--- src/lsu_pkg.sv ---
// load/store unit shared types

`default_nettype none

package lsu_pkg;

  // one data word of the RAM
  typedef logic [63:0] dword_t;

  localparam int DWORD_BYTES = 8;
  localparam int DWORD_BITS  = 64;

  // access size, low two bits of funct3
  typedef enum logic [1:0] {
    WIDTH_B = 2'b00,
    WIDTH_H = 2'b01,
    WIDTH_W = 2'b10,
    WIDTH_D = 2'b11
  } width_e;

  // decoded view of funct3
  typedef struct packed {
    logic   is_unsigned;
    width_e width;
  } funct3_s;

  // raw code for range checks, fields for masking and extension
  typedef union packed {
    logic [2:0] raw;
    funct3_s    f;
  } funct3_u;

  // load codes, stores share the first four
  localparam logic [2:0] FUNCT3_LB  = 3'b000;
  localparam logic [2:0] FUNCT3_LH  = 3'b001;
  localparam logic [2:0] FUNCT3_LW  = 3'b010;
  localparam logic [2:0] FUNCT3_LD  = 3'b011;
  localparam logic [2:0] FUNCT3_LBU = 3'b100;
  localparam logic [2:0] FUNCT3_LHU = 3'b101;
  localparam logic [2:0] FUNCT3_LWU = 3'b110;

endpackage

`default_nettype wire

--- src/lsu_if.sv ---
// load/store unit internal buses

`default_nettype none
`timescale 1ns/1ps

// decoded request, decode to execute
interface acc_if
  import lsu_pkg::*;
#(
  parameter int ADDR_W = 8
) ();

  logic              req_valid;
  logic              is_write;
  logic              out_of_range;
  logic [ADDR_W-1:0] word_addr1;
  logic              needs_second;
  dword_t            wmask1;
  dword_t            wmask2;
  dword_t            wdata1;
  dword_t            wdata2;
  logic [5:0]        bit_offset;
  funct3_u           funct3;

  modport dec (
    output req_valid, is_write, out_of_range, word_addr1, needs_second,
    output wmask1, wmask2, wdata1, wdata2, bit_offset, funct3
  );

  modport exe (
    input req_valid, is_write, out_of_range, word_addr1, needs_second,
    input wmask1, wmask2, wdata1, wdata2, bit_offset, funct3
  );

endinterface


`default_nettype wire

--- src/lsu_decode.sv ---
// load/store request decode

`default_nettype none
`timescale 1ns/1ps

module lsu_decode
  import lsu_pkg::*;
#(
  parameter logic [63:0] BASE_ADDR = 64'h8000_0000,
  parameter int          ADDR_W    = 8
) (
  input  wire logic        clk,
  input  wire logic        rst_i,
  input  wire logic        psel_i,
  input  wire logic        penable_i,
  input  wire logic        pwrite_i,
  input  wire logic [63:0] paddr_i,
  input  wire dword_t      pwdata_i,
  input  wire funct3_u     funct3_i,
  acc_if.dec               acc
);

  dword_t     rel_addr;
  dword_t     word_idx;
  dword_t     last_idx;
  dword_t     bit_mask;
  logic [2:0] byte_off;
  logic [5:0] bit_off;
  logic [6:0] bit_rem;
  logic [3:0] nbytes;
  logic       second;
  logic       code_ok;
  logic       setup;

  assign setup    = psel_i & ~penable_i;
  assign rel_addr = paddr_i - BASE_ADDR;
  assign word_idx = rel_addr >> 3;
  assign byte_off = rel_addr[2:0];
  assign bit_off  = {byte_off, 3'b000};
  assign bit_rem  = 7'(DWORD_BITS) - {1'b0, bit_off};
  assign nbytes   = 4'd1 << funct3_i.f.width;

  // spills into the next dword
  assign second   = ({1'b0, byte_off} + nbytes) > 4'(DWORD_BYTES);
  assign last_idx = word_idx + {63'd0, second};

  // stores only have the four signed codes
  assign code_ok = pwrite_i ? (funct3_i.raw <= FUNCT3_LD) : (funct3_i.raw <= FUNCT3_LWU);

  always_comb begin
    case (funct3_i.f.width)
      WIDTH_B: bit_mask = 64'h0000_0000_0000_00ff;
      WIDTH_H: bit_mask = 64'h0000_0000_0000_ffff;
      WIDTH_W: bit_mask = 64'h0000_0000_ffff_ffff;
      default: bit_mask = 64'hffff_ffff_ffff_ffff;
    endcase
  end

  always_ff @(posedge clk) begin
    if (rst_i) begin
      acc.req_valid <= 1'b0;
    end else begin
      acc.req_valid <= setup;
    end
  end

  // bundle captured once per request on the setup edge
  always_ff @(posedge clk) begin
    if (setup) begin
      acc.is_write     <= pwrite_i;
      // below base wraps to a huge index and lands here too
      acc.out_of_range <= ((last_idx >> ADDR_W) != '0) || !code_ok;
      acc.word_addr1   <= word_idx[ADDR_W-1:0];
      acc.needs_second <= second;
      acc.wmask1       <= bit_mask << bit_off;
      acc.wmask2       <= second ? (bit_mask >> bit_rem) : '0;
      acc.wdata1       <= pwdata_i << bit_off;
      acc.wdata2       <= pwdata_i >> bit_rem;
      acc.bit_offset   <= bit_off;
      acc.funct3       <= funct3_i;
    end
  end

endmodule

`default_nettype wire

--- src/flat_wrapper.sv ---
// flat-port wrapper written by rule: the top's interface ports become plain ports
module lsu_decode_flat import lsu_pkg::*;
#(
  parameter logic [63:0] BASE_ADDR = 64'h8000_0000,
  parameter int          ADDR_W    = 8
)
  (clk, rst_i, psel_i, penable_i, pwrite_i, paddr_i, pwdata_i, funct3_i, acc_req_valid, acc_is_write, acc_out_of_range, acc_word_addr1, acc_needs_second, acc_wmask1, acc_wmask2, acc_wdata1, acc_wdata2, acc_bit_offset, acc_funct3);
  acc_if #(.ADDR_W(ADDR_W)) acc_i ();
  input  wire logic clk;
  input  wire logic rst_i;
  input  wire logic psel_i;
  input  wire logic penable_i;
  input  wire logic pwrite_i;
  input  wire logic [63:0] paddr_i;
  input  wire dword_t pwdata_i;
  input  wire funct3_u funct3_i;
  output wire logic [$bits(acc_i.req_valid)-1:0] acc_req_valid;
  output wire logic [$bits(acc_i.is_write)-1:0] acc_is_write;
  output wire logic [$bits(acc_i.out_of_range)-1:0] acc_out_of_range;
  output wire logic [$bits(acc_i.word_addr1)-1:0] acc_word_addr1;
  output wire logic [$bits(acc_i.needs_second)-1:0] acc_needs_second;
  output wire logic [$bits(acc_i.wmask1)-1:0] acc_wmask1;
  output wire logic [$bits(acc_i.wmask2)-1:0] acc_wmask2;
  output wire logic [$bits(acc_i.wdata1)-1:0] acc_wdata1;
  output wire logic [$bits(acc_i.wdata2)-1:0] acc_wdata2;
  output wire logic [$bits(acc_i.bit_offset)-1:0] acc_bit_offset;
  output wire logic [$bits(acc_i.funct3)-1:0] acc_funct3;
  assign acc_req_valid = acc_i.req_valid;
  assign acc_is_write = acc_i.is_write;
  assign acc_out_of_range = acc_i.out_of_range;
  assign acc_word_addr1 = acc_i.word_addr1;
  assign acc_needs_second = acc_i.needs_second;
  assign acc_wmask1 = acc_i.wmask1;
  assign acc_wmask2 = acc_i.wmask2;
  assign acc_wdata1 = acc_i.wdata1;
  assign acc_wdata2 = acc_i.wdata2;
  assign acc_bit_offset = acc_i.bit_offset;
  assign acc_funct3 = acc_i.funct3;
  lsu_decode #(.BASE_ADDR(BASE_ADDR), .ADDR_W(ADDR_W)) u_core (.clk(clk), .rst_i(rst_i), .psel_i(psel_i), .penable_i(penable_i), .pwrite_i(pwrite_i), .paddr_i(paddr_i), .pwdata_i(pwdata_i), .funct3_i(funct3_i), .acc(acc_i));
endmodule
--- config.mk ---
export PLATFORM = sky130hd
export DESIGN_NAME = lsu_decode_flat
export DESIGN_NICKNAME = d
export VERILOG_FILES = /design/src/lsu_pkg.sv /design/src/lsu_if.sv /design/src/lsu_decode.sv /design/src/flat_wrapper.sv
export SDC_FILE = /design/constraint.sdc
export NUM_CORES = 1
export LEC_CHECK = 0
export ABC_CLOCK_PERIOD_IN_PS = 17900
export BUFFER_PORTS_ARGS = -buffer_cell sky130_fd_sc_hd__buf_2
export CORE_AREA = 8 8 271 142
export DETAILED_ROUTE_END_ITERATION = 10
export DIE_AREA = 0 0 279 150
export PLACE_DENSITY = 0.58
export SLEW_MARGIN = 20
export SYNTH_ARGS = -nofsm -noshare
export SYNTH_HDL_FRONTEND = slang
export SYNTH_SLANG_ARGS = --single-unit
--- constraint.sdc ---
create_clock -name clk -period 17.9 [get_ports clk]
set_clock_uncertainty 0.05 [all_clocks]
set_input_delay 1.79 -clock clk [delete_from_list [all_inputs] [get_ports clk]]
set_output_delay 1.79 -clock clk [all_outputs]
set_load 0.01 [all_outputs]
==> Flow_metrics.wiki <==
{| class="wikitable"
! Metric !! Value
|-
| Status || finished clean
|-
| Critical Path Fanout Max || 18
|-
| Worst Hold Class || in2reg
|-
| Vias per Instance || 5.44
|-
| Count of synthesis-stage warnings from yosys || 0
|-
| Critical path's top delay family || simple AND/OR/NAND/NOR gates
|-
| Number of setup violations in the final report || 0
|-
| Per-cell routed wire length || between 20 and 25 um
|-
| Most frequent standard cell in the layout excluding fill and tap cells || buf_2
|-
| Post-route cell area || approximately 0.014 sq mm
|-
| Number of maximum-capacitance violations || 0
|-
| Number of clock sinks || roughly 160
|-
| Core Region || roughly 0.035 sq mm
|-
| Overall via count from detail_route || roughly 11000
|-
| CP Data Arrival Time || roughly 6.3 ns
|-
| Share of synthesized registers carrying an async set or reset || 0
|-
| Area growth, synth to finish || 18.3%
|-
| Power density cells || just under 80 mW/mm^2
|-
| Flip-flop and latch count after synthesis || between 150 and 200
|-
| Postcts setup bufs || 0
|-
| Critical path depth in cells || 11
|-
| Number of fill cells || 3510
|-
| Portion of the post-synthesis area used by sequential elements || 0.405
|-
| Required time of the worst setup path || around 18 ns
|-
| Max-slew violation count || 0
|-
| Routability cong. || 0.952
|-
| HPWL after DPL || around 35000 um
|-
| Fraction of final layout cells sized beyond drive strength 1 || 0.357
|-
| Post-synth design cell area || between 0.01 and 0.015 sq mm
|-
| TritonCTS clock tree || yes
|-
| Num rows || just under 50
|-
| Fin. Hold Viols || 0
|-
| Drt drc || 0
|-
| Sort of element at the start of the critical path || input port
|-
| ANT nets after route || 0
|-
| Final critical delay including setup and external delays || about 6.2 ns
|-
| Starting Density || 0.342
|-
| Critical path cell sequence || buf_2 -> nor3_4 -> nand3_1 -> nor4_1 -> o21ai_1 -> nor4b_4 -> nand4b_4 -> a2111oi_2 -> o311ai_1 -> or4_1 -> or4_1
|-
| Overall global routing resource usage || 0.201
|-
| Buffer levels on the longest clock path || 2
|-
| Wire length reported by the detailed router || 44800 um
|-
| Detailed Routing Iterations Pass 1 || 5
|-
| Port Buf Inserts || between 400 and 500
|-
| Antenna violations before repair || 1
|-
| Setup repair after global routing missed its margin || false
|-
| Delay contributed by the slowest stage of the critical path || ~0.70 ns
|-
| Worst-case headroom to the max-slew limit || 0.287
|-
| Global-route wire length before repair || ~64000 um
|-
| Number of buffers inserted for hold repair after clock tree synthesis || 0
|-
| Cell count of the worst hold path || 2
|-
| Cts bufs inserted || 17
|-
| Number of antenna repair diodes || 0
|-
| Net count, final || approximately 1700
|-
| Total grt overflow || 0
|-
| Area of placed instances || roughly 0.014 sq mm
|-
| DR iter-0 viols || 1152
|-
| Top_reg_cell synth || edfxtp_1
|-
| Worst min-delay path startpoint || rst_i
|-
| Clock root cell || clkbuf_16
|-
| Fmax || between 150 and 200 MHz
|-
| EDFF count, synth || about 160
|-
| Slowest library cell on the worst path || nand3_1
|-
| CP startpoint || paddr_i[35]
|-
| Total negative slack || 0 ns
|-
| Critical setup path kind || in2reg
|-
| H-Tree Level Count || 4
|-
| Cell count after synthesis || between 1000 and 1500
|-
| Endpoint kind of the worst setup timing path || flop
|-
| Peak VDD IR || around 0.065 mV
|-
| LEAKAGE || 5.46 nW
|-
| Slew @ Worst Pin || approximately 1.1 ns
|-
| Number of gates resized after cts || 0
|-
| Avg Synthesized Cell Area || 9.39 sq um
|-
| Count of cell types in the netlist || 90
|-
| Clock transition at path regs || ~0.070 ns
|-
| Commonest cells after routing, fill and taps aside || buf_2 (407), edfxtp_1 (161), nor2_1 (141), nand2_1 (95), a21oi_1 (85)
|-
| DIE HEIGHT || ~150 um
|-
| Chip Width || approximately 280 um
|-
| Number of buffers and inverters on the critical path || 1
|-
| Pin count of the biggest net entering global routing || between 150 and 200
|-
| Die area || roughly 0.042 sq mm
|-
| Most frequent cell on the critical path || or4_1
|-
| Via count of the first global-routing pass || 10145
|-
| Number of top-level design ports || approximately 410
|-
| Final period utilization || 0.345
|}
==> registers in the layout, indices dropped and copies added, names as in the netlist <==
| register | count |
|---|---|
| u_core.acc.wdata1 | 64 |
| u_core.acc.wmask2 | 8 |
| u_core.acc.bit_offset | 3 |
| u_core.acc.req_valid | 1 |
| u_core.acc.out_of_range | 1 |
| u_core.acc.is_write | 1 |
| u_core.acc.wmask1 | 8 |
| u_core.acc.word_addr1 | 8 |
| u_core.acc.wdata2 | 64 |
| u_core.acc.needs_second | 1 |
| u_core.acc.funct3 | 3 |
==> final timing paths <==
path / endpoint
worst max-delay path: u_core.acc.out_of_range
worst min-delay path: u_core.acc.req_valid
==> kinds of logic (layout without fill, tap and decap cells) <==
logic type | after synthesis | count (layout) | synth area share
flops | 162 | 162 | 0.405
other cells | 1 | 3 | 0.000313
buf+inv | 221 | 480 | 0.109
simple gates | 429 | 429 | 0.185
compound gates | 288 | 288 | 0.150
mux | 122 | 122 | 0.108
xor+xnor | 47 | 47 | 0.0356
fa+ha+maj | 6 | 6 | 0.00689
==> per-layer routing <==
layer	share of wire	track usage	routed length, um
met2	0.41	0.273	18400
met5	0	0	0
met4	0.013	0.0410	561
met1	0.47	0.298	21200
met3	0.10	0.0730	4680
==> synth_stat cells (8+ instances only) <==
cell type	number	share of area
nor2b_1	16	0.0084
buf_4	117	0.073
and3_1	10	0.0052
xnor2_1	20	0.015
o21ai_0	67	0.028
clkbuf_1	54	0.017
nand4_1	13	0.0068
or3_1	9	0.0047
buf_1	12	0.0038
nand2_1	95	0.030
a211oi_1	14	0.0088
nand3_1	19	0.0079
inv_1	26	0.0081
nor4_1	19	0.0099
o22ai_1	37	0.019
mux2_2	58	0.055
a21oi_1	85	0.036
and2_1	13	0.0068
a31oi_1	8	0.0042
o211ai_1	10	0.0063
nor2_1	141	0.044
xor2_1	26	0.019
edfxtp_1	161	0.40
or4_1	9	0.0056
mux2i_1	64	0.053
nor3_1	34	0.014
==> through the flow <==
stage	util	hold WS (ns)	instances	power, mW	worst slack [ns]
finish	0.405	1.44	2021	1.11	11.73
global route	0.405	1.42	2021	1.16	11.46
CTS	0.405	1.42	2021	1.12	11.80
detailed placement	0.388	1.90	1989	0.741	11.36
global placement	0.388	1.90	1989	0.741	11.45
floorplan	-	1.81	1278	0.650	8.20
==> final cells by class <==
class | instances | area, sq um | share of cell area
multi-input cells | 895 | 5870 | 0.414
flip-flops and latches | 162 | 4850 | 0.343
repair buffers | 419 | 2140 | 0.151
well taps | 484 | 606 | 0.0427
clock buffers | 17 | 425 | 0.0300
clock inverters | 15 | 168 | 0.0118
inverters | 29 | 109 | 0.00768
==> where the power goes <==
group          internal [mW]  leakage, nW  total, mW  switching (mW)
logic                 0.0983         3.76      0.268           0.169
clock network          0.198        0.277      0.379           0.181
registers              0.454         1.43      0.467          0.0130
total                  0.750         5.46       1.11           0.363
No activity file was read; power rests on OpenSTA's default activity.
